File: src/hdl/servant_macros.svh
`ifndef SERVANT_MACROS_SVH
`define SERVANT_MACROS_SVH

// RAM size in bytes, one word holds four of them
`define SERVANT_MEMSIZE 1024

// Top address bits that pick the data-bus slave
`define SERVANT_SEL_HI 31
`define SERVANT_SEL_LO 30

`endif

File: src/hdl/servant_pkg.sv
`default_nettype none

package servant_pkg;

   typedef logic [31:0] wb_adr_t;
   typedef logic [31:0] wb_dat_t;
   typedef logic [3:0]  wb_sel_t;

   // Both 10 and 11 in the top address bits land on the timer
   typedef enum logic [1:0] {
      SLV_MEM   = 2'b00,
      SLV_GPIO  = 2'b01,
      SLV_TIMER = 2'b10
   } slave_e;

endpackage

`default_nettype wire

File: src/hdl/servant_wb_if.sv
`default_nettype none

interface servant_wb_if import servant_pkg::*; ();

   wb_adr_t adr;
   wb_dat_t dat;
   wb_sel_t sel;
   logic    we;
   logic    cyc;
   wb_dat_t rdt;
   logic    ack;

   modport master (
      output adr, dat, sel, we, cyc,
      input  rdt, ack
   );

   modport slave (
      input  adr, dat, sel, we, cyc,
      output rdt, ack
   );

endinterface

`default_nettype wire

File: src/hdl/servant_mux.sv
`default_nettype none

`include "servant_macros.svh"

module servant_mux import servant_pkg::*; (
   input  wire                 i_wb_clk,
   input  wire                 i_reset,
   servant_wb_if.slave         cpu,
   servant_wb_if.master        mem,
   output logic                o_gpio_dat,
   output logic                o_gpio_we,
   output logic                o_gpio_cyc,
   input  wire                 i_gpio_rdt,
   output wb_dat_t             o_timer_dat,
   output logic                o_timer_we,
   output logic                o_timer_cyc,
   input  wb_dat_t             i_timer_rdt
);

   slave_e target;
   logic   periph_ack;

   always_comb begin
      case (cpu.adr[`SERVANT_SEL_HI:`SERVANT_SEL_LO])
         2'b00:   target = SLV_MEM;
         2'b01:   target = SLV_GPIO;
         default: target = SLV_TIMER;
      endcase
   end

   assign mem.adr = cpu.adr;
   assign mem.dat = cpu.dat;
   assign mem.sel = cpu.sel;
   assign mem.we  = cpu.we;
   assign mem.cyc = cpu.cyc & (target == SLV_MEM);

   assign o_gpio_dat = cpu.dat[0];
   assign o_gpio_we  = cpu.we;
   assign o_gpio_cyc = cpu.cyc & (target == SLV_GPIO);

   assign o_timer_dat = cpu.dat;
   assign o_timer_we  = cpu.we;
   assign o_timer_cyc = cpu.cyc & (target == SLV_TIMER);

   // Peripherals answer in one cycle, the RAM brings its own ack
   always_ff @(posedge i_wb_clk) begin
      if (i_reset) begin
         periph_ack <= 1'b0;
      end else begin
         periph_ack <= cpu.cyc & (target != SLV_MEM) & ~periph_ack;
      end
   end

   assign cpu.ack = mem.ack | periph_ack;

   // Address is still held at ack time, so the decode picks the right data
   always_comb begin
      case (target)
         SLV_MEM:  cpu.rdt = mem.rdt;
         SLV_GPIO: cpu.rdt = {31'd0, i_gpio_rdt};
         default:  cpu.rdt = i_timer_rdt;
      endcase
   end

endmodule

`default_nettype wire

File: src/flat_wrapper.sv
// flat-port wrapper written by rule: the top's interface ports become plain ports
module servant_mux_flat import servant_pkg::*;
  (i_wb_clk, i_reset, o_gpio_dat, o_gpio_we, o_gpio_cyc, i_gpio_rdt, o_timer_dat, o_timer_we, o_timer_cyc, i_timer_rdt, cpu_adr, cpu_dat, cpu_sel, cpu_we, cpu_cyc, cpu_rdt, cpu_ack, mem_adr, mem_dat, mem_sel, mem_we, mem_cyc, mem_rdt, mem_ack);
  servant_wb_if cpu_i ();
  servant_wb_if mem_i ();
  input  wire i_wb_clk;
  input  wire i_reset;
  output logic o_gpio_dat;
  output logic o_gpio_we;
  output logic o_gpio_cyc;
  input  wire i_gpio_rdt;
  output wb_dat_t o_timer_dat;
  output logic o_timer_we;
  output logic o_timer_cyc;
  input  wb_dat_t i_timer_rdt;
  input wire logic [$bits(cpu_i.adr)-1:0] cpu_adr;
  input wire logic [$bits(cpu_i.dat)-1:0] cpu_dat;
  input wire logic [$bits(cpu_i.sel)-1:0] cpu_sel;
  input wire logic [$bits(cpu_i.we)-1:0] cpu_we;
  input wire logic [$bits(cpu_i.cyc)-1:0] cpu_cyc;
  output wire logic [$bits(cpu_i.rdt)-1:0] cpu_rdt;
  output wire logic [$bits(cpu_i.ack)-1:0] cpu_ack;
  output wire logic [$bits(mem_i.adr)-1:0] mem_adr;
  output wire logic [$bits(mem_i.dat)-1:0] mem_dat;
  output wire logic [$bits(mem_i.sel)-1:0] mem_sel;
  output wire logic [$bits(mem_i.we)-1:0] mem_we;
  output wire logic [$bits(mem_i.cyc)-1:0] mem_cyc;
  input wire logic [$bits(mem_i.rdt)-1:0] mem_rdt;
  input wire logic [$bits(mem_i.ack)-1:0] mem_ack;
  assign cpu_i.adr = cpu_adr;
  assign cpu_i.dat = cpu_dat;
  assign cpu_i.sel = cpu_sel;
  assign cpu_i.we = cpu_we;
  assign cpu_i.cyc = cpu_cyc;
  assign cpu_rdt = cpu_i.rdt;
  assign cpu_ack = cpu_i.ack;
  assign mem_adr = mem_i.adr;
  assign mem_dat = mem_i.dat;
  assign mem_sel = mem_i.sel;
  assign mem_we = mem_i.we;
  assign mem_cyc = mem_i.cyc;
  assign mem_i.rdt = mem_rdt;
  assign mem_i.ack = mem_ack;
  servant_mux u_core (.i_wb_clk(i_wb_clk), .i_reset(i_reset), .cpu(cpu_i), .mem(mem_i), .o_gpio_dat(o_gpio_dat), .o_gpio_we(o_gpio_we), .o_gpio_cyc(o_gpio_cyc), .i_gpio_rdt(i_gpio_rdt), .o_timer_dat(o_timer_dat), .o_timer_we(o_timer_we), .o_timer_cyc(o_timer_cyc), .i_timer_rdt(i_timer_rdt));
endmodule
File: config.mk
export PLATFORM = sky130hd
export DESIGN_NAME = servant_mux_flat
export DESIGN_NICKNAME = d
export VERILOG_FILES = /design/src/hdl/servant_pkg.sv /design/src/hdl/servant_wb_if.sv /design/src/hdl/servant_mux.sv /design/src/flat_wrapper.sv
export VERILOG_INCLUDE_DIRS = /design/src /design/src/hdl
export SDC_FILE = /design/constraint.sdc
export NUM_CORES = 1
export LEC_CHECK = 0
export ABC_AREA = 1
export BUFFER_PORTS_ARGS = -buffer_cell sky130_fd_sc_hd__buf_2
export CAP_MARGIN = 20
export CORE_AREA = 10 10 100 102
export DETAILED_ROUTE_END_ITERATION = 16
export DIE_AREA = 0 0 110 112
export GPL_TIMING_DRIVEN = 0
export PLACE_DENSITY = 0.58
export SLEW_MARGIN = 40
export SYNTH_ARGS = -nofsm -noshare
export SYNTH_HDL_FRONTEND = slang
export SYNTH_SLANG_ARGS = --single-unit
File: constraint.sdc
create_clock -name i_wb_clk -period 2.55 [get_ports i_wb_clk]
set_clock_uncertainty 0.2 [all_clocks]
set_input_delay 0.3825 -clock i_wb_clk [delete_from_list [all_inputs] [get_ports i_wb_clk]]
set_output_delay 0.3825 -clock i_wb_clk [all_outputs]
set_load 0.01 [all_outputs]
Yosys cells after proc, flatten, opt, wreduce, memory -nomap -nowiden
Cells that the tools add are included.

Register bits: 1. Bits of input ports: 138. Logic and storage cells: 16.

Equal/unequal tests: 3. Multiplexer cells: 2. Bitwise operators: 7. Reduce and logical (&&, ||, !) cells: 3.

Operators with widths (count): one-hot mux 32 bit (2 select lines) (1); bitwise AND 1 bit (5); equality test 2 x 1 -> 1 bit, second input constant (2); zero test 2 bit (2); one-hot mux 2 bit (2 select lines) (1); equality test 2 bit, second input constant (1); nonzero test 2 bit (1); inverter 1 bit (1); OR 1 bit (1).

Depth between registers and ports, before layout
Depth in word-level cells: 5. Gate-level depth with buffers: 5. Depth with buffers taken out: 4.

Least setup slack after synthesis
No wires, ideal clock.

Path kind: input port to output port. From: input cpu_adr[31]. To: output cpu_rdt[11]. Arrival time: 0.930 ns. Data required time: 1.967 ns. Path slack: 1.037 ns. Stages: 5. Path buffers: 2. Cells stage by stage: buf_6 > nor2_8 > buf_12 > nand2_2 > nand2_1.

Word-level cells in the longest chain between the ends: 4. Elaborated cells on any way between the ends: 6. Classes of those cells: eq/ne: 2; mux: 2; reduce/logical: 2.

RTL lines: from (decl) (line flat_wrapper.sv:16) `input wire logic [$bits(cpu_i.adr)-1:0] cpu_adr;`; equality test 2 x 1 -> 1 bit / zero test 2 bit (equally long branches) (line servant_mux.sv:24) `` case (cpu.adr[`SERVANT_SEL_HI:`SERVANT_SEL_LO]) ``; one-hot mux 2 bit (2 select lines) * (line servant_mux.sv:24); equality test 2 x 1 -> 1 bit / zero test 2 bit (equally long branches) (line servant_mux.sv:58) `case (target)`; one-hot mux 32 bit (2 select lines) * (line servant_mux.sv:58); to (decl) (line flat_wrapper.sv:21) `output wire logic [$bits(cpu_i.rdt)-1:0] cpu_rdt;`.

Every way passes the cells marked *; elsewhere a longest branch is shown, timed or not.

Final worst setup path
From: input cpu_adr[30]. To: output cpu_rdt[22].

Same word-level chain as after synthesis.

==> impl_metrics.csv <==
group,metric,value,unit
cells_and_area,top_regs,"u_core.periph_ack: 1 flops",
sta,hold_viol_final,0,
clocking,cts_resized,0,
place,dp_hpwl,7.25,mm
clocking,ctsHoldBuffers,0,
route,antenna_left,0,
global_route,grt_pass1_vias,2082,
cells_and_area,largest_register,"u_core.periph_ack",
route,viasPerCell,3.64,
global_route,met1_usage,8.09,%
worst_setup_path,crit_buf_inv,3,
die,pin_count,278,
yosys,syn_area,0.00146,mm^2
sta,period_minus_slack,1.76,ns
run_status,outcome,"finished, final reports clean",
clocking,clk_latency,0,ns
die,die_x,110,um
die,start_util,18.1,%
cells_and_area,mostFrequentLayoutCell,"buf_2",
yosys,synth_cells,222,
route,vias,1954,
worst_setup_path,criticalPathCategory,"in -> out",
yosys,yosysSeqAreaShare,1.37,%
global_route,top_usage_layer,"met2",
yosys,synth_area_leaders,"buf_4 53%, nand2_2 20%, nand2_1 13%, buf_12 4.1%, nand2_4 1.5%",
global_route,grt_max_degree,11,
die,die_h,112,um
cells_and_area,final_cell_mix,"212 x buf_2, 104 x buf_4, 50 x nand2_1",
place,gp_congestion,0.828,
cells_and_area,drive_above_1_share,86.1,%
yosys,avgSynthCellArea,6.58,um^2
sta,post-route-period-util,69.0,%
yosys,yosysTopAreaCellShare,53.5,%
cells_and_area,nNetsFinal,571,
worst_setup_path,crit_path_max_incr_delay,0.21,ns
sta,tns,0,ns
sta,setup_violations,0,
cells_and_area,layout-area-overhead-vs-synth,80.8,%
sta,rsz0062_at_grt,"no",
power_and_ir_drop,vdd_drop_max,0.0000864,V
global_route,antenna_found_initial,1,
cells_and_area,largest_reg_flops,1,
yosys,synth_seq_cells,1,
sta,finalMaxSlewViolations,0,
worst_setup_path,critPathLaunchType,"primary input",
global_route,grt_pass1_wl,10.7,mm
route,drt_wl_total,7.60,mm
yosys,ys_warn_count,0,
die,die_area,0.0123,mm^2
power_and_ir_drop,leakage,1.75,nW
route,drcViolationCount,0,
global_route,use_met2,22.0,%
die,core_area,0.00805,mm^2
place,numPortBuffers,209,
worst_setup_path,r2r_slack,1.76,ns
worst_setup_path,cp.required,1.97,ns
worst_setup_path,cpLargestDelayFamily,"buffers and inverters",
run,maxCapViolations,0,
yosys,synth.distinct_cells,15,
place,dp.cells,536,
yosys,yosys.area.top_type,"buf_4",
route,drt-pass1-iter-count,4,
global_route,gr-usage-met3,6.11,%
worst_setup_path,crit_path_max_fanout,10,
clocking,postCtsSetupRepairBufs,0,
sta,worstMarginPinSlew,0.216,ns
route,drt-initial-drc-count,42,
min_path,min_path_type,"reg -> reg",
global_route,overflow,0,
cells_and_area,finalNonFillerCells,537,
route,wire_per_inst,14.2,um
die,placementRows,33,
worst_setup_path,worst_ep_arrival_time,1.18,ns
worst_setup_path,worstPathCellList,"buf_2 > nor2_8 > buf_12 > nand2_2 > nand2_2 > buf_2",
yosys,syn-num-nets,360,
sta,slew_headroom,85.6,%
worst_setup_path,crit_slowest_cell,"nor2_8",
worst_setup_path,end_kind,"output pin",
power_and_ir_drop,p_per_area,185,mW/mm^2
sta,fmax,568,MHz
clocking,path_clk_slew,0,ns
global_route,track_usage,10.5,%
==> worst register-to-register path, stage by stage, from the launching register on <==
cell	delay [ns]
dfxtp_1	0.29
nor2_1	0.09
nand2_1	0.08
nor2_4	0.07
==> cells by family (layout without fill, tap and decap cells) <==
| logic type | Yosys count | in the layout | synth area share (%) |
|---|---|---|---|
| flip-flops | 1 | 1 | 1.37 |
| other | 0 | 1 | 0 |
| AND/OR/NAND/NOR | 106 | 106 | 38.2 |
| buffers and inverters | 115 | 324 | 60.4 |
==> cells in the mapped netlist <==
cell	instances
buf_4	104
nand2_1	50
nand2_2	46
inv_1	4
buf_12	3
buf_2	3
nand2_4	2
nand3_1	2
nor2_1	2
buf_6	1
dfxtp_1	1
nor2_4	1
nor2_8	1
nor3_1	1
or2_2	1
==> metal layers <==
layer	routed length [um]	vias up
met1	1970	831
met5	0	-
met3	1430	2
met2	4170	143
li1	-	978
met4	22	0
==> final timing paths <==
check	start	endpoint	depth (start not counted)
worst max register to register	u_core.periph_ack	u_core.periph_ack	3
worst min register to register	u_core.periph_ack	u_core.periph_ack	3
worst max-delay path	cpu_adr[30]	cpu_rdt[22]	6
worst min-delay path	u_core.periph_ack	u_core.periph_ack	3
==> where the power goes <==
group	total, mW	internal (mW)	switching, mW
sequential	0.0172	0.0169	0.000372
combinational	0.471	0.260	0.211
clock	0.00000105	0.00000105	0
==> final cells by class <==
cell class	instances	area [um^2]
fillers	880	5410
repair buffers	209	1050
plain buffers	111	867
multi-input cells	106	558
well taps	105	131
flip-flops and latches	1	20.0
inverters	4	15.0
diodes	1	2.50
==> metrics by stage <==
stage | instance area [um^2] | hold slack [ns] | setup WS, ns | power, mW | util [%]
2_1_floorplan | 1460 | 0.302 | 1.04 | 0.293 | -
3_3_place_gp | 2640 | 0.331 | 0.761 | 0.496 | 32.8
3_5_place_dp | 2640 | 0.337 | 0.760 | 0.500 | 32.8
4_1_cts | 2640 | 0.337 | 0.756 | 0.501 | 32.8
5_1_grt | 2640 | 0.364 | 0.720 | 0.532 | 32.8
6_report | 2640 | 0.322 | 0.791 | 0.489 | 32.8
Power figures use the tool's default switching activity.
