**src/hdl/servant_macros.svh**
```systemverilog
`ifndef SERVANT_MACROS_SVH
`define SERVANT_MACROS_SVH

// RAM size in bytes, one word holds four of them
`define SERVANT_MEMSIZE 1024

// Top address bits that pick the data-bus slave
`define SERVANT_SEL_HI 31
`define SERVANT_SEL_LO 30

`endif

```
**src/hdl/servant_pkg.sv**
```systemverilog
`default_nettype none

package servant_pkg;

   typedef logic [31:0] wb_adr_t;
   typedef logic [31:0] wb_dat_t;
   typedef logic [3:0]  wb_sel_t;

   // Both 10 and 11 in the top address bits land on the timer
   typedef enum logic [1:0] {
      SLV_MEM   = 2'b00,
      SLV_GPIO  = 2'b01,
      SLV_TIMER = 2'b10
   } slave_e;

endpackage

`default_nettype wire

```
**src/hdl/servant_wb_if.sv**
```systemverilog
`default_nettype none

interface servant_wb_if import servant_pkg::*; ();

   wb_adr_t adr;
   wb_dat_t dat;
   wb_sel_t sel;
   logic    we;
   logic    cyc;
   wb_dat_t rdt;
   logic    ack;

   modport master (
      output adr, dat, sel, we, cyc,
      input  rdt, ack
   );

   modport slave (
      input  adr, dat, sel, we, cyc,
      output rdt, ack
   );

endinterface

`default_nettype wire

```
**src/hdl/servant_arbiter.sv**
```systemverilog
`default_nettype none

module servant_arbiter import servant_pkg::*; (
   input  wire                 i_wb_clk,
   servant_wb_if.slave         dmem,
   input  wb_adr_t             i_ibus_adr,
   input  wire                 i_ibus_cyc,
   output wb_dat_t             o_ibus_rdt,
   output logic                o_ibus_ack,
   servant_wb_if.master        mem
);

   logic dbus_owner; // Which bus issued the access now being acked

   // The data bus wins whenever it is active
   assign mem.adr = dmem.cyc ? dmem.adr : i_ibus_adr;
   assign mem.dat = dmem.dat;
   assign mem.sel = dmem.cyc ? dmem.sel : 4'hf; // Fetches are always full words
   assign mem.we  = dmem.cyc & dmem.we;
   assign mem.cyc = dmem.cyc | i_ibus_cyc;

   // The RAM acks one cycle after cyc, so the requester of the previous cycle owns the ack
   always_ff @(posedge i_wb_clk) begin
      dbus_owner <= dmem.cyc;
   end

   assign dmem.rdt   = mem.rdt;
   assign o_ibus_rdt = mem.rdt;

   assign dmem.ack   = mem.ack & dbus_owner;
   assign o_ibus_ack = mem.ack & ~dbus_owner;

endmodule

`default_nettype wire

```
**src/flat_wrapper.sv**
```systemverilog
// flat-port wrapper written by rule: the top's interface ports become plain ports
module servant_arbiter_flat import servant_pkg::*;
  (i_wb_clk, i_ibus_adr, i_ibus_cyc, o_ibus_rdt, o_ibus_ack, dmem_adr, dmem_dat, dmem_sel, dmem_we, dmem_cyc, dmem_rdt, dmem_ack, mem_adr, mem_dat, mem_sel, mem_we, mem_cyc, mem_rdt, mem_ack);
  servant_wb_if dmem_i ();
  servant_wb_if mem_i ();
  input  wire i_wb_clk;
  input  wb_adr_t i_ibus_adr;
  input  wire i_ibus_cyc;
  output wb_dat_t o_ibus_rdt;
  output logic o_ibus_ack;
  input wire logic [$bits(dmem_i.adr)-1:0] dmem_adr;
  input wire logic [$bits(dmem_i.dat)-1:0] dmem_dat;
  input wire logic [$bits(dmem_i.sel)-1:0] dmem_sel;
  input wire logic [$bits(dmem_i.we)-1:0] dmem_we;
  input wire logic [$bits(dmem_i.cyc)-1:0] dmem_cyc;
  output wire logic [$bits(dmem_i.rdt)-1:0] dmem_rdt;
  output wire logic [$bits(dmem_i.ack)-1:0] dmem_ack;
  output wire logic [$bits(mem_i.adr)-1:0] mem_adr;
  output wire logic [$bits(mem_i.dat)-1:0] mem_dat;
  output wire logic [$bits(mem_i.sel)-1:0] mem_sel;
  output wire logic [$bits(mem_i.we)-1:0] mem_we;
  output wire logic [$bits(mem_i.cyc)-1:0] mem_cyc;
  input wire logic [$bits(mem_i.rdt)-1:0] mem_rdt;
  input wire logic [$bits(mem_i.ack)-1:0] mem_ack;
  assign dmem_i.adr = dmem_adr;
  assign dmem_i.dat = dmem_dat;
  assign dmem_i.sel = dmem_sel;
  assign dmem_i.we = dmem_we;
  assign dmem_i.cyc = dmem_cyc;
  assign dmem_rdt = dmem_i.rdt;
  assign dmem_ack = dmem_i.ack;
  assign mem_adr = mem_i.adr;
  assign mem_dat = mem_i.dat;
  assign mem_sel = mem_i.sel;
  assign mem_we = mem_i.we;
  assign mem_cyc = mem_i.cyc;
  assign mem_i.rdt = mem_rdt;
  assign mem_i.ack = mem_ack;
  servant_arbiter u_core (.i_wb_clk(i_wb_clk), .dmem(dmem_i), .i_ibus_adr(i_ibus_adr), .i_ibus_cyc(i_ibus_cyc), .o_ibus_rdt(o_ibus_rdt), .o_ibus_ack(o_ibus_ack), .mem(mem_i));
endmodule
```
**config.mk**
```make
export PLATFORM = sky130hd
export DESIGN_NAME = servant_arbiter_flat
export DESIGN_NICKNAME = d
export VERILOG_FILES = /design/src/hdl/servant_macros.svh /design/src/hdl/servant_pkg.sv /design/src/hdl/servant_wb_if.sv /design/src/hdl/servant_arbiter.sv /design/src/flat_wrapper.sv
export SDC_FILE = /design/constraint.sdc
export NUM_CORES = 1
export LEC_CHECK = 0
export ABC_AREA = 1
export BUFFER_PORTS_ARGS = -buffer_cell sky130_fd_sc_hd__buf_2
export CAP_MARGIN = 5
export CORE_AREA = 2 2 106 108
export DETAILED_ROUTE_END_ITERATION = 10
export DIE_AREA = 0 0 108 110
export PLACE_DENSITY_LB_ADDON = 0.2
export SLEW_MARGIN = 20
export SYNTH_ARGS = -nofsm -noshare
export SYNTH_HDL_FRONTEND = slang
export SYNTH_SLANG_ARGS = --single-unit
```
**constraint.sdc**
```tcl
create_clock -name i_wb_clk -period 1.1 [get_ports i_wb_clk]
set_clock_uncertainty 0.15 [all_clocks]
set_input_delay 0.22 -clock i_wb_clk [delete_from_list [all_inputs] [get_ports i_wb_clk]]
set_output_delay 0.22 -clock i_wb_clk [all_outputs]
set_load 0.02 [all_outputs]
```
-- After elaboration in Yosys (flattened, before gate mapping)
Index checks and enable logic that the tools add are counted.
- mux-type cells: 2
- bitwise gates (word level): 5
- operators with widths (kind ; count):
    two-way mux 32 bit ; 1
    two-way mux 4 bit ; 1
    bitwise AND 1 bit ; 3
    inverter 1 bit ; 1
    bitwise OR 1 bit ; 1
- register bits after elaboration: 1
- logic and storage cells: 8

-- Longest topological paths before layout
Gate-level depths: netlist (run 1).
- depth in word-level cells: 2
- mapped depth: 4

-- Worst setup path after synthesis (run 1)
No wires, ideal clock.
- path kind: input port to output port
- start: input dmem_cyc
- end: output mem_adr[0]
- arrival: 0.692 ns
- slack: 0.038 ns
- cell stages on the path: 4
- buffers on the path: 1
- path through: inv_1 buf_6 nand2_1 nand2_1
- longest elaborated chain between the ends: 1
- ends and longest elaborated chain (element ; line ; text):
    from (decl) ; flat_wrapper.sv:15 ; input wire logic [$bits(dmem_i.cyc)-1:0] dmem_cyc;
    two-way mux 32 bit ; servant_arbiter.sv:16 ; assign mem.adr = dmem.cyc ? dmem.adr : i_ibus_adr;
    to (decl) ; flat_wrapper.sv:18 ; output wire logic [$bits(mem_i.adr)-1:0] mem_adr;
Every way passes these cells.

-- Final worst setup path (run 1)
- start: input dmem_cyc
- end: output mem_adr[18]
The elaborated chain is that of the path after synthesis.

==> impl_metrics.toml, run 1 <==
[layout]
top_register = "u_core.dbus_owner"
top_regs = "u_core.dbus_owner x1"
area_growth_syn_to_layout_pct = 43.5
utilization_pct = 16.6
layout-drive-gt1-share_pct = 75.4
antenna_cells = 0
nNetsFinal = 375
finalNonFillerCells = 376
largest_register_ffs = 1

[pwr]
peakVddDrop_v = 0.000129
total_leakage_power_nw = 1.00
power_density_nw_per_um2 = 485

[critical_path]
max_stage_delay_ns = 0.14
crit_path_frequent_cell = "buf_12"
cp.required_ns = 0.73
worst-setup-path-type = "in2out"
start_kind = "input pin"
path_cells = "buf_12, buf_12, buf_12, nand2_2, nand2_1, buf_6"
crit_buf_inv = 4
setup.worst_path.end = "mem_adr[18]"
end_kind = "output pin"
worst-path-max-fanout = 8
crit_start = "dmem_cyc"
crit_family = "buffers and inverters"
critPathSlowestCell = "buf_12"
path_depth = 6
critPathArrivalTime_ns = 0.88

[outcome]
violations = "setup timing"
status = "finished with violations"

[synth]
ys_seq_area_share_pct = 1.62
ys_types = 8
synth_nets = 353
synthCells = 216
syn_avg_cell_area_um2 = 5.72
yosysWarnings = 0
synth_top_cell_by_area = "buf_4"
synth_area_um2 = 1240
synth_seq_cells = 1
ys_top_cells_by_area = "buf_4 58%, nand2_1 31%, buf_6 5.5%"
yosys.area.top_type_share_pct = 58.3

[floorplan]
die_h_um = 110
io_pins = 273
row_count = 38
start_util_pct = 11.6
core_area_um2 = 10700
die_area_um2 = 11900
die_x_um = 108

[placed_design]
port_buffers = 112
gp_congestion = 0.553
dp_cells = 371
hpwlAfterDp_um = 3100

[global_route]
grt_pass1_vias = 1069
grt_pass1_wl_um = 5120
antenna_found_initial = 0
grt_max_degree = 20
overflow = 0
track_usage_pct = 5.47

[route]
drcViolationCount = 0
ant_nets = 0
viasPerCell = 3.27
wl_per_cell_um = 10.9
vias = 1229
firstDrtPassIters = 4
wl_um = 4100
drt_iter0_drc = 24

[timing]
worst_slack_ns = -0.145
slew_headroom_pct = 91.7
drv_slew = 0
hold_viol = 0
grt_setup_unrepaired = "true"
setup_violations = 38
fin_crit_sh_pct = 113
fmax_mhz = 803
period_needed_ns = 1.25
worst_slew_pin_slew_ns = 0.125

[min_path]
hp-class = "in2out"

[job]
cap_violations = 0

[clocking]
hold_buffers = 0
cell families (layout without fill, tap and decap cells):
family	count (synthesis)	after routing	share of synthesized area (%)
simple gates	104	104	31.8
buf+inv	111	131	66.6
flops	1	1	1.62
per-stage QoR:
stage          total power, mW  hold WS [ns]  worst slack (ns)  TNS (ns)  area [um^2]
6_report                 0.860         0.290            -0.145     -3.62         1770
5_1_grt                  0.925         0.290            -0.175     -4.85         1770
4_1_cts                  0.748         0.290            -0.151     -4.01         1550
3_5_place_dp             0.600         0.290            -0.253     -6.99         1260
3_3_place_gp             0.598         0.290            -0.228     -6.61         1260
2_1_floorplan            0.840        0.0977            0.0382         0         1240
repair_timing:
item / 4_1_cts / 5_1_grt
setup endpoints to repair: 35 / 38
pin swaps: 5 / 11
gates resized for setup: 75 / 71
setup buffers: 3 / 0
gates cloned: 1 / 1
how the worst min path moves through the flow:
stage                       startpoint                 to  slack (ns)  depth (start not counted)
after global routing      dmem_dat[20]        mem_dat[20]        0.29                          0
after global placement    dmem_dat[12]        mem_dat[12]        0.29                          0
after CTS                 dmem_dat[12]        mem_dat[12]        0.29                          0
final                      mem_rdt[28]       dmem_rdt[28]        0.29                          0
after floorplan               dmem_cyc  u_core.dbus_owner         0.1                          0
after detailed placement  dmem_dat[12]        mem_dat[12]        0.29                          0
synth_stat cells (all sizes together):
master / count
or2: 1
buf: 103
inv: 8
nor2: 1
nand2: 102
dfxtp: 1
area by class of cell:
class,count,area [um^2]
Fill cell,1248,8920
Inverter,8,37.5
Multi-Input combinational cell,104,543
Sequential cell,1,20.0
Tap cell,140,175
Timing Repair Buffer,123,998
layer usage:
| metal | track usage, % | up-vias | routed length (um) |
|---|---|---|---|
| met4 | 3.85 | 0 | 286 |
| met5 | 0 | - | 0 |
| met3 | 1.23 | 42 | 494 |
| met2 | 11.1 | 103 | 2170 |
| met1 | 4.68 | 504 | 1150 |
| li1 | - | 580 | - |
cell usage in the layout (no fill, tap or decap):
cell and count:
buf_2 73, nand2_2 50, nand2_1 49, buf_6 40, inv_1 7, buf_12 5
nand2_4 3, buf_4 2, inv_8 1, or2_4 1, nor2_1 1, buf_16 1
clkbuf_16 1, buf_8 1, dfxtp_1 1
report_power, final:
part           internal (mW)  total, mW  switching (mW)  leakage (nW)
clock network              0          0               0             0
registers             0.0390     0.0399        0.000901       0.00844
logic                  0.424      0.820           0.396         0.991
Note: power is estimated with default switching activity, not from simulation.
==> inputs of run 2 (changes only) <==
ABC_AREA = default   (was 1)
==> run 2 against run 1 <==
The run still ends with setup timing left. Final cell count shrank 20%. Cell area is the same. Sequential power is essentially flat. Sequential share of layout area is the same. Flip-flop and latch count is the same. Combinational power grew 2%. Utilization is the same. Die area is the same. Total power grew 2.1%. Critical path type unchanged. Maximum frequency shrank 5.3%. Critical path depth shrank 2. Global-route usage shrank 0.43 points.
==> impl_metrics.toml, run 2 <==
[route]
viasPerCell = 3.03
wl_um = 3290
wl_per_cell_um = 10.9
vias = 916
drt_iter0_drc = 4
ant_nets = 0
firstDrtPassIters = 2
drcViolationCount = 0

[layout]
final_cell_mix = "73 x buf_2, 38 x buf_6, 32 x mux2_4, 5 x buf_16, 4 x nand2b_4"
nNetsFinal = 301
top_register = "u_core.dbus_owner"
layout-drive-gt1-share_pct = 98.1
top_regs = "u_core.dbus_owner x1"
largest_register_ffs = 1
final_common_cell = "buf_2"
antenna_cells = 0
design_area_um2 = 1770
fill_cells = 1210
area_growth_syn_to_layout_pct = 42.8

[critical_path]
crit_family = "buffers and inverters"
critPathSlowestCell = "mux2_4"
worst-setup-path-type = "in2out"
cp.required_ns = 0.73
max_stage_delay_ns = 0.30
path_cells = "buf_16, buf_16, mux2_4, buf_6"
worst-path-max-fanout = 6
end_kind = "output pin"
critPathArrivalTime_ns = 0.94
start_kind = "input pin"
crit_buf_inv = 3
crit_path_frequent_cell = "buf_16"

[synth]
synth_commonest_cells = "96 x buf_4, 18 x mux2_2, 14 x mux2_4, 4 x nand2b_1, 3 x buf_6"
ys_top_cells_by_area = "buf_4 58%, mux2_4 17%, mux2_2 16%"
synthCells = 141
async_flop_share_pct = 0
yosysMostFrequentCell = "buf_4"
ys_seq_area_share_pct = 1.61
ys_types = 10
synth_ff_type = "dfxtp_1"
yosys.area.top_type_share_pct = 58.0
syn_avg_cell_area_um2 = 8.81
yosysWarnings = 0
synth_nets = 278
synth_seq_cells = 1
synth_top_cell_by_area = "buf_4"
synth_area_um2 = 1240
synth-edff-count = 0

[clocking]
hold_buffers = 0

[global_route]
track_usage_pct = 5.04
overflow = 0
antenna_found_initial = 0
grt_pass1_vias = 959
grt_use_met1_pct = 5.92
grt_max_degree = 8
top_usage_layer = "met2"
grtUsageMet2_pct = 8.89
grtUsageMet3_pct = 1.53
grt_pass1_wl_um = 4720

[placed_design]
place_area_um2 = 1310
hpwlAfterDp_um = 2300
gp_congestion = 0.626
port_buffers = 112

[timing]
fin_crit_sh_pct = 119
setup_violations = 38
fmax_mhz = 761
hold_viol = 0
grt_setup_unrepaired = "true"
period_needed_ns = 1.31
fin_setup_tns_ns = -7.08
worst_slew_pin_slew_ns = 0.107
slew_headroom_pct = 92.9
worst_slack_ns = -0.214
drv_slew = 0

[floorplan]
row_count = 38
die_x_um = 108
start_util_pct = 11.6
die_h_um = 110
die_area_um2 = 11900
io_pins = 273
core_area_um2 = 10700

[job]
cap_violations = 0

[outcome]
violations = "setup timing"
status = "finished with violations"

[min_path]
hp-class = "in2out"

[pwr]
peakVddDrop_v = 0.000261
total_leakage_power_nw = 0.938
power_density_nw_per_um2 = 495
[run 2: cell types whose count changed in the layout (fill, tap and decap cells not counted), moves of 2 or more]
cell      before  now
buf_12         5    3
buf_16         1    5
buf_6         40   38
inv_1          7    0
mux2_4         0   32
nand2_1       49    0
nand2_2       50    0
nand2_4        3    0
nand2b_4       0    4
[run 2: routing by layer]
metal	vias up	wire, um
met5	-	0
met4	0	76
met3	13	438
met2	87	1550
met1	413	1220
li1	403	-
[run 2: cells by family (layout without fill, tap and decap cells)]
logic type | count (synthesis) | after routing | share of synthesized area (%)
DFF | 1 | 1 | 1.61
and+or+nand+nor | 8 | 8 | 4.03
muxes | 32 | 32 | 33.2
buffers and inverters | 100 | 121 | 61.1
[run 2: timing repair]
item                                    4_1_cts  5_1_grt
setup buffers                                 1        1
gates resized for setup                     101        0
endpoints found under the hold margin         0        0
endpoints found under the setup margin       38       38
gates cloned                                  4        0
[run 2: report_power, final]
part | switching (mW) | total [mW] | internal [mW]
Sequential | 0.000706 | 0.0397 | 0.0390
Combinational | 0.326 | 0.838 | 0.512
Clock | 0 | 0 | 0
[run 2: path summary, 6_finish.rpt]
check	startpoint	to	slack, ns	cells after the start
hold / removal	dmem_dat[14]	mem_dat[14]	0.29	0
setup / recovery	dmem_cyc	mem_adr[29]	-0.21	4
[run 2: through the flow]
step	worst slack (ns)	utilization, %	hold WS [ns]	power [mW]	cells
2_1_floorplan	-0.0772	-	0.0977	0.904	141
3_3_place_gp	-0.344	12.3	0.290	0.628	297
3_5_place_dp	-0.339	12.3	0.290	0.625	297
4_1_cts	-0.223	16.5	0.290	0.883	302
5_1_grt	-0.243	16.6	0.290	0.930	302
6_report	-0.214	16.6	0.290	0.878	302
[run 2: layout make-up]
type | count | area [um^2] | share of cell area (%)
well taps | 140 | 175 | 9.87
repair buffers | 121 | 1010 | 57.1
flip-flops and latches | 1 | 20.0 | 1.13
multi-input cells | 40 | 566 | 31.9
