## config.mk

```make
export PLATFORM = sky130hd
export DESIGN_NAME = servant_timer
export DESIGN_NICKNAME = d
export VERILOG_FILES = /design/src/hdl/servant_macros.svh /design/src/hdl/servant_timer.sv
export SDC_FILE = /design/constraint.sdc
export NUM_CORES = 1
export LEC_CHECK = 0
export ABC_AREA = 1
export BUFFER_PORTS_ARGS = -buffer_cell sky130_fd_sc_hd__buf_2
export CORE_ASPECT_RATIO = 0.75
export CORE_MARGIN = 2
export CORE_UTILIZATION = 45
export CTS_CLUSTER_DIAMETER = 50
export CTS_CLUSTER_SIZE = 14
export DETAILED_ROUTE_END_ITERATION = 8
export HOLD_SLACK_MARGIN = 0.03
export PLACE_DENSITY = 0.67
export RECOVER_POWER = 25
export SETUP_SLACK_MARGIN = 0.1
export SYNTH_ARGS = -nofsm -noshare
export SYNTH_HDL_FRONTEND = slang
export SYNTH_SLANG_ARGS = --single-unit
```

## constraint.sdc

```tcl
create_clock -name i_wb_clk -period 1.84 [get_ports i_wb_clk]
set_input_delay 0 -clock i_wb_clk [delete_from_list [all_inputs] [get_ports i_wb_clk]]
set_output_delay 0 -clock i_wb_clk [all_outputs]
set_load 0.1 [all_outputs]
```

## src/hdl/servant_macros.svh

```systemverilog
`ifndef SERVANT_MACROS_SVH
`define SERVANT_MACROS_SVH

// RAM size in bytes, one word holds four of them
`define SERVANT_MEMSIZE 1024

// Top address bits that pick the data-bus slave
`define SERVANT_SEL_HI 31
`define SERVANT_SEL_LO 30

`endif

```

## src/hdl/servant_timer.sv

```systemverilog
`default_nettype none

module servant_timer #(
   parameter int WIDTH = 32
) (
   input  wire               i_wb_clk,
   input  wire               i_reset,
   input  wire               i_wb_cyc,
   input  wire               i_wb_we,
   input  wire [WIDTH-1:0]   i_wb_dat,
   output logic [WIDTH-1:0]  o_wb_dat,
   output logic              o_irq
);

   logic [WIDTH-1:0] mtime;
   logic [WIDTH-1:0] mtimecmp;
   logic [WIDTH:0]   diff;

   // One extra bit turns the sign of the difference into the borrow of mtime - mtimecmp
   assign diff = {1'b0, mtime} - {1'b0, mtimecmp};

   always_ff @(posedge i_wb_clk) begin
      if (i_reset) begin
         mtime    <= '0;
         mtimecmp <= '1;
         o_irq    <= 1'b0;
      end else begin
         mtime <= mtime + 1'b1;
         if (i_wb_cyc & i_wb_we) begin
            mtimecmp <= i_wb_dat;
         end
         o_irq <= ~diff[WIDTH]; // Set once mtime has reached the compare value
      end
   end

   assign o_wb_dat = mtime;

endmodule

`default_nettype wire

```

# Yosys cells after proc, flatten, opt, wreduce, memory -nomap -nowiden
# Cells that the tools add are included.
[totals]
elab_cells = 7
output_inout_bits = 33
in_bits = 36
ff_bits = 65
[op_classes]
bitwise_logic = 2
add_sub_neg = 2
[ops]
columns = ["cell", "count"]
rows = [
  ["32-bit by 32-bit subtractor with 33-bit output", 1],
  ["32-bit by 1-bit adder with 32-bit output (second input constant)", 1],
  ["1-bit AND", 1],
  ["1-bit inverter", 1],
]

# Logic depth before layout (Yosys ltp)
# Gate-level depths: netlist of the first run.
[logic_depth]
depth_word = 2
depth_mapped = 12
ltp_nobuf = 12

# Worst setup path before layout of the first run
# OpenSTA, ideal clock, no wires.
[synth_path]
kind = "flip-flop to flip-flop"
from = "register mtime[0], in the netlist o_wb_dat[0]"
to = "register mtime[16], in the netlist o_wb_dat[16]"
stages_incl_launch_ff = 11
setup_ns = 0.126
period_less_slack_ns = 2.378
path_buffers = 0
arrival_time_ns = 2.253
t_required_ns = 1.714
path_slack_ns = -0.538
path_cell_list = "dfxtp_1 > ha_1 > nand2_1 > inv_2 > nand2_1 > nor2_2 > nand2_1 > nor2_2 > nand3_1 > o21ai_1 > a21oi_1"
[synth_between]
elab_chain_len = 1
[synth_rtl]
columns = ["element", "line", "text"]
rows = [
  ["start: declaration", "servant_timer.sv:15", "logic [WIDTH-1:0] mtime;"],
  ["start signal: assignment", "servant_timer.sv:28", "mtime <= mtime + 1'b1;"],
  ["32-bit by 1-bit adder with 32-bit output", "servant_timer.sv:28", ""],
]
# No other way between the ends.
# A chain may end at the register's enable or synchronous reset.

# Final worst setup path of the first run
# Ends and elaborated chain as after synthesis.

==> results of run 1 <==
## synthesized netlist by cell type (all sizes together)
cell    number
nand2      114
inv         72
dfxtp       65
nor2        49
a21oi       34
ha          32
o211ai      32
nor3        17
nand3       15
clkbuf      11
o21ai        9
nand4        5
nor3b        5
or2          4
nand3b       3
xnor2        3
xor2         3
a211oi       2
buf          2
nor4         2
o21a         2
## sequential cells by signal, summed over array words and instances (netlist names)
| register | flops |
|---|---|
| mtimecmp | 32 |
| o_irq | 1 |
| o_wb_dat | 32 |
## kinds of logic (layout without fill, tap and decap cells)
logic type | Yosys count | after routing | synth area share, %
DFF | 65 | 65 | 36.4
xor gates and xnor gates | 6 | 6 | 1.47
AOI/OAI and AO/OA | 79 | 79 | 13.6
and+or+nand+nor | 214 | 214 | 28.1
buffers and inverters | 85 | 193 | 9.24
adders and majority gates | 32 | 32 | 11.2
## layout by cell type, fill, tap and decap left out, types with 4 or more instances in the layout
cell type and count:
nand2_1 109, buf_2 68, inv_1 67, nor2_1 36
a21oi_1 34, dlygate4sd3_1 33, dfxtp_1 33, o211ai_1 32
ha_1 31, dfxtp_2 25, nand3_1 14, nor3_1 14
clkbuf_8 11, nor2_2 9, o21ai_0 7, dfxtp_4 7
nand2_2 5, inv_2 5, nand4_1 5, nor2_4 4
or2_0 4
## worst min-delay path: stages
cell and delay [ps]:
buf_2 100, buf_4 220, nor2_1 110
## path summary, 6_finish.rpt
| kind | to | depth (start not counted) |
|---|---|---|
| worst max-delay path | o_wb_dat[16] | 10 |
| worst min-delay path | o_wb_dat[0] | 3 |
| worst max register to register | o_wb_dat[16] | 10 |
| worst min register to register | o_wb_dat[0] | 1 |
## layout make-up
class,instances,area share (%)
Sequential cell,65,29.3
Clock inverter,2,0.781
Multi-Input combinational cell,331,42.2
Inverter,72,5.82
Tap cell,105,2.83
Timing Repair Buffer,105,15.6
Clock buffer,14,3.50
## timing repair
item | CTS | global route
setup endpoints to repair | 0 | 1
gates resized for setup | 0 | 1
hold buffers | 33 | 0
endpoints found under the hold margin | 32 | 0
## power by group through the flow
stage	sequential (W)	combinational, W	clock [W]
CTS	0.00147	0.000321	0.00127
detailed placement	0.00150	0.000266	0
global placement	0.00150	0.000260	0
global route	0.00148	0.000362	0.00133
floorplan	0.00154	0.000146	0
finish	0.00147	0.000321	0.00124
## routing by layer
layer  up-vias  share of wire (%)  track usage [%]
met2        76                 42             34.8
li1       1785                  -                -
met1      1528                 50             28.1
met5         -                  0                0
met4         0                1.8             6.23
met3        14                5.3             6.02
## stage by stage
step	setup WS [ps]	util, %	power (W)	std cells
detailed placement	252	52.6	0.00177	645
global placement	317	52.6	0.00176	645
global route	104	59.4	0.00317	694
floorplan	110	-	0.00169	481
CTS	226	59.4	0.00307	694
finish	239	59.4	0.00303	694
==> results.yml, run 1 <==
run_status:
  status: "finished, final reports clean"
synthesis:
  synth_top_area_share_pct: 36.4
  ys_types: 31
  synth-seq-area-share_pct: 36.4
  synth_nets: 549
  yosysTopAreaCell: "dfxtp_1"
  synth-seq-cells: 65
  synthesis.area_sq_mm: 0.00357
  synthCells: 481
  synth_warnings: 0
  avgSynthCellArea_sq_um: 7.43
  synthTopCellsByArea: "dfxtp_1, nand2_1, ha_1"
critical_path:
  worstPathRequired_ps: 2070
  r2r_slack_ps: 240
  r2r-start: "o_wb_dat[0]"
  worst_path_largest_cell_delay_ps: 390
  crit_buf_inv: 1
  endpoint_kind: "flip-flop"
  critical_path_class: "reg2reg"
  worstPathArrival_ps: 1830
  worst_path_most_repeated_cell: "nand2_1"
  start_kind: "flip-flop"
  slowest_stage: "dfxtp_4"
  path_cells: "ha_4 -> nand2_1 -> inv_2 -> nand2_1 -> nor2_2 -> nand2_1 -> nor2_2 -> nand3_1 -> o21ai_1 -> a21oi_1"
  cp_top_family: "simple AND/OR/NAND/NOR gates"
  worstPathMaxFanout: 5
  worstSetupStartpoint: "o_wb_dat[0]"
clock_tree:
  h-tree-depth: 3
  clk_pin_slew_ps: 70
  insertion_delay_ps: 350
  post_cts_buffers: 0
  cts_buffers: 9
  numClockSinks: 65
  clk_root_buffer_cell: "clkbuf_8"
  clockBufferDepth: 2
  cts_tree: "built"
timing:
  finalMaxSlewViolations: 0
  skew_ps: 7.23
  max_freq_mhz: 625
  finalCritPeriodShare_pct: 87.0
  final_hold_viol_count: 0
  worst_hold_slack_ps: 120
  rsz0062_at_grt: "false"
  period_minus_slack_ps: 1600
  maxSlewHeadroom_pct: 51.9
  worst_pin_slew_ps: 720
  setup_tns_ps: 0
  finalSetupViolations: 0
power_and_ir_drop:
  p_per_area_mw_per_mm2: 653
  seq_power_share_pct: 48.6
  p_switching_w: 0.000733
  power_leakage_nw: 2.23
  internal_power_w: 0.00230
  pwr-share-clk_pct: 40.8
  power_frac_comb_pct: 10.6
  vdd_drop_max_uv: 425
  netSwitchingFraction_pct: 24.2
floorplan:
  die_y_um: 81.2
  dieArea_sq_mm: 0.00868
  core_area_sq_mm: 0.00781
  ios: 69
  rows: 28
  initial_core_util_pct: 45.8
  die_x_um: 107
final_layout:
  multi_input_area_sq_mm: 0.00196
  final_net_count: 652
  regArea_sq_mm: 0.00136
  areaGrowthSynthToFinish_pct: 29.9
  final_layout_size_suffix_gt1_share_pct: 25.1
  n_antenna_cell: 0
  fin_area_sq_mm: 0.00464
  nFillCells: 756
drt:
  wl_per_cell_um: 12.5
  antenna_left: 0
  viasPerCell: 4.90
  drc: 0
  routed_wl_mm: 8.69
  dr.pass1.iters: 4
  vias: 3403
  drtIter0Drc: 146
global_routing:
  grt_use_total_pct: 21.4
  grt_pass1_wl_mm: 14.7
  grt_pass1_vias: 3247
  overflow: 0
  antenna_found_initial: 0
  grt_max_degree: 42
placed_design:
  placed_area_sq_mm: 0.00411
  hpwl_mm: 6.35
  port_buffers: 68
  finalWeightedCongestion: 0.815
worst_hold_path:
  hold_class: "in2reg"
  hp-start: "i_reset"
flow_run:
  maxCapViolCount: 0
Power figures use the tool's default switching activity.
==> inputs of run 2 (changes only) <==
SETUP_SLACK_MARGIN = 0.4   (was 0.1)
==> results.yml, run 2 (synthesized netlist as in run 1, its figures left out) <==
run_status:
  status: "finished, final reports clean"
drt:
  drc: 0
  wl_per_cell_um: 13.1
  drtIter0Drc: 148
  viasPerCell: 4.90
  routed_wl_mm: 9.40
  vias: 3507
  dr.pass1.iters: 5
  antenna_left: 0
placed_design:
  finalWeightedCongestion: 0.845
  hpwl_mm: 6.22
  port_buffers: 68
  dp_cells: 644
  pre_cts_ws_ps: 318
critical_path:
  cp.depth: 10
  worstPathArrival_ps: 1860
  r2r_slack_ps: 240
  cp_top_family: "simple AND/OR/NAND/NOR gates"
  path_cells: "ha_4 -> nand2_4 -> nor2_4 -> nand2_4 -> nor2_4 -> nand2_4 -> nor2_4 -> nand2_2 -> nand2_1 -> nor3b_2"
  critical_path_class: "reg2reg"
  slowest_stage: "dfxtp_1"
  worstPathMaxFanout: 4
  crit_buf_inv: 0
  worstPathRequired_ps: 2100
  endpoint_kind: "flip-flop"
  worst_path_largest_cell_delay_ps: 450
  r2r-start: "o_wb_dat[0]"
  r2r_end: "o_wb_dat[22]"
  start_kind: "flip-flop"
  r2r_cells: 10
timing:
  period_minus_slack_ps: 1600
  max_freq_mhz: 625
  finalMaxSlewViolations: 0
  rsz0062_at_grt: "true"
  maxSlewHeadroom_pct: 51.1
  finalCritPeriodShare_pct: 87.0
  worst_pin_slew_ps: 734
  layout_setup_ws_ps: 239
  finalSetupViolations: 0
  skew_ps: 10.6
  final_hold_viol_count: 0
  setup_tns_ps: 0
final_layout:
  utilization_pct: 65.7
  areaGrowthSynthToFinish_pct: 43.6
  mostFrequentLayoutCell: "nand2_1"
  final_cell_mix: "nand2_1, buf_2, inv_1, dfxtp_1, dlygate4sd3_1"
  final_net_count: 674
  final_layout_size_suffix_gt1_share_pct: 35.6
  n_antenna_cell: 0
  instances_no_fill: 715
clock_tree:
  clk_pin_slew_ps: 70
  h-tree-depth: 3
  numClockSinks: 65
  clockBufferDepth: 2
  cts_buffers: 9
  cts_tree: "built"
  clk_root_buffer_cell: "clkbuf_8"
  insertion_delay_ps: 340
power_and_ir_drop:
  p_per_area_mw_per_mm2: 575
  power_leakage_nw: 2.50
  vdd_drop_max_uv: 572
global_routing:
  overflow: 0
  grt_pass1_vias: 3141
  grt_max_degree: 40
  grt_pass1_wl_mm: 15.0
  grt_use_total_pct: 22.0
  antenna_found_initial: 0
floorplan:
  core_area_sq_mm: 0.00781
  die_y_um: 81.2
  initial_core_util_pct: 45.8
  die_x_um: 107
  dieArea_sq_mm: 0.00868
  rows: 28
  ios: 69
worst_hold_path:
  min_to: "o_wb_dat[0]"
  hold_class: "in2reg"
  hp-start: "i_reset"
  whs_path_depth: 3
flow_run:
  maxCapViolCount: 0
run 2: through the flow:
step                hold WS (ps)  cell area (sq um)  total power (W)
floorplan                    113               3740          0.00165
global placement             200               4200          0.00173
detailed placement           220               4200          0.00173
CTS                          123               4860          0.00298
global route                 152               5130          0.00309
finish                       113               5130          0.00295
run 2: tightest hold or removal path, stage by stage:
cell and delay, ps:
clkbuf_1 80, buf_4 230, nor2_1 110
run 2: report_power, final:
part	total, W	switching (W)	internal (W)
combinational	0.000339	0.000186	0.000153
clock	0.00118	0.000530	0.000646
sequential	0.00144	0.0000227	0.00142
total	0.00295	0.000739	0.00221
run 2: timing repair:
action / 4_1_cts / 5_1_grt
hold buffers: 33 / 0
buffers inserted: 11 / 12
setup endpoints to repair: 13 / 23
pin swaps: 14 / 34
cloned: 0 / 0
gates resized for setup: 14 / 48
hold endpoints to repair: 32 / 0
run 2: cell type report:
type / count / area, sq um
multi-input combinational: 331 / 2240
inverter: 72 / 270
sequential: 65 / 1420
timing repair buffer: 127 / 890
clock buffer: 11 / 141
clock inverter: 4 / 43.8
tap: 105 / 131
fill: 660 / 2680
run 2: routing by layer:
| metal | up-vias | GRT usage (%) | wire [um] |
|---|---|---|---|
| met5 | - | 0 | 0 |
| met1 | 1566 | 29.7 | 4540 |
| met2 | 89 | 34.9 | 4170 |
| met4 | 0 | 5.32 | 173 |
| met3 | 15 | 6.58 | 512 |
| li1 | 1837 | - | - |
run 2: worst max-delay path by stage:
stage	from	end
2_1_floorplan	o_wb_dat[0]	o_wb_dat[14]
3_3_place_gp	o_wb_dat[0]	o_wb_dat[14]
3_5_place_dp	o_wb_dat[0]	o_wb_dat[22]
4_1_cts	o_wb_dat[1]	o_irq
5_1_grt	o_wb_dat[0]	o_wb_dat[20]
6_report	o_wb_dat[0]	o_wb_dat[22]
==> inputs of run 3 (changes only) <==
MAX_ROUTING_LAYER = met4   (was default)
clock period = 1.65 ns   (was 1.84 ns; I/O delays follow)
==> results.yml, run 3 (synthesized netlist as in run 1, its figures left out) <==
run_status:
  status: "finished, final reports clean"
power_and_ir_drop:
  p_per_area_mw_per_mm2: 600
  power_leakage_nw: 2.74
  total_power_w: 0.00326
  vdd_drop_max_uv: 457
final_layout:
  multi_input_area_sq_mm: 0.00237
  final_net_count: 690
  regArea_sq_mm: 0.00142
  final_cell_mix: "nand2_1, buf_2, inv_1, buf_4"
  utilization_pct: 69.6
  final_layout_size_suffix_gt1_share_pct: 41.3
  instances_no_fill: 732
  nFillCells: 639
  mostFrequentLayoutCell: "nand2_1"
  n_antenna_cell: 0
  areaGrowthSynthToFinish_pct: 52.0
critical_path:
  endpoint_kind: "flip-flop"
  r2r_cells: 10
  worstPathMaxFanout: 4
  r2r-start: "o_wb_dat[0]"
  worstSetupStartpoint: "o_wb_dat[0]"
  worstPathArrival_ps: 1750
  start_kind: "flip-flop"
  critical_path_class: "reg2reg"
  r2r_slack_ps: 140
  r2r_end: "o_wb_dat[22]"
  critPathCapture: "o_wb_dat[22]"
  worstPathRequired_ps: 1880
clock_tree:
  cts_tree: "built"
  clk_pin_slew_ps: 70
  h-tree-depth: 3
  clk_root_buffer_cell: "clkbuf_8"
  cts_buffers: 9
  numClockSinks: 65
  clockBufferDepth: 2
  insertion_delay_ps: 360
placed_design:
  pre_cts_ws_ps: 107
  finalWeightedCongestion: 0.832
  dp_cells: 648
  port_buffers: 68
  hpwl_mm: 6.60
floorplan:
  dieArea_sq_mm: 0.00868
  initial_core_util_pct: 45.8
  core_area_sq_mm: 0.00781
  die_y_um: 81.2
  rows: 28
  die_x_um: 107
  ios: 69
drt:
  antenna_left: 0
  viasPerCell: 4.98
  routed_wl_mm: 10.0
  wl_per_cell_um: 13.7
  drtIter0Drc: 181
  vias: 3645
  dr.pass1.iters: 5
  drc: 0
worst_hold_path:
  hold_class: "in2reg"
  whs_path_depth: 4
timing:
  rsz0062_at_grt: "true"
  max_freq_mhz: 661
  finalMaxSlewViolations: 0
  setup_tns_ps: 0
  layout_setup_ws_ps: 137
  maxSlewHeadroom_pct: 43.4
  skew_ps: 8.82
  finalSetupViolations: 0
  period_minus_slack_ps: 1510
  finalCritPeriodShare_pct: 91.7
  final_hold_viol_count: 0
  worst_pin_slew_ps: 848
global_routing:
  grt_max_degree: 38
  antenna_found_initial: 0
  grt_pass1_wl_mm: 15.7
  grt_use_total_pct: 23.7
  grt_pass1_vias: 3371
  overflow: 0
flow_run:
  maxCapViolCount: 0
-- run 3: worst min-delay path by stage --
stage / slack [ps] / from / end
global route: 120 / i_reset / mtimecmp[27]
CTS: 100 / i_reset / mtimecmp[28]
global placement: 200 / i_wb_dat[0] / mtimecmp[0]
detailed placement: 210 / i_wb_dat[0] / mtimecmp[0]
floorplan: 110 / i_wb_dat[0] / mtimecmp[0]
finish: 100 / i_reset / mtimecmp[31]
-- run 3: area by class of cell --
| cell class | count | share of cell area, % |
|---|---|---|
| clock inverters | 2 | 0.230 |
| well taps | 105 | 2.42 |
| clock buffers | 14 | 3.18 |
| multi-input cells | 331 | 43.6 |
| repair buffers | 143 | 19.2 |
| flip-flops and latches | 65 | 26.2 |
| inverters | 72 | 5.20 |
-- run 3: metal layers --
| metal | global-route usage (%) | up-vias | share of wire [%] |
|---|---|---|---|
| met4 | 7.92 | 0 | 1.1 |
| met2 | 37.5 | 76 | 47 |
| met1 | 30.3 | 1690 | 47 |
| li1 | - | 1867 | - |
| met3 | 5.14 | 12 | 5.3 |
| met5 | - | - | 0 |
-- run 3: timing repair --
action	in CTS	in global routing
setup buffers	22	13
resized for setup	46	52
endpoints found under the hold margin	32	0
pin swaps	30	31
cloned	0	0
hold buffers	33	0
endpoints found under the setup margin	24	27
-- run 3: where the power goes --
group	internal, W	total (W)	leakage, nW	switching [W]
clock network	0.000667	0.00128	0.0927	0.000611
logic	0.000173	0.000382	2.09	0.000210
registers	0.00158	0.00160	0.557	0.0000247
-- run 3: critical path: stages, from the launching register on --
cell and delay (ps):
dfxtp_4 390, ha_4 150, nand2_4 70, nor2_4 120, nand2_4 80, nor2_4 120, nand2_4 80, nor2_4 110
nand2_2 80, nor2_2 120, nor3b_2 50
-- run 3: through the flow --
stage               hold slack (ps)  area (sq um)
finish                          105          5430
CTS                            95.2          5140
global placement                199          4270
floorplan                       113          3790
global route                    117          5430
detailed placement              208          4270
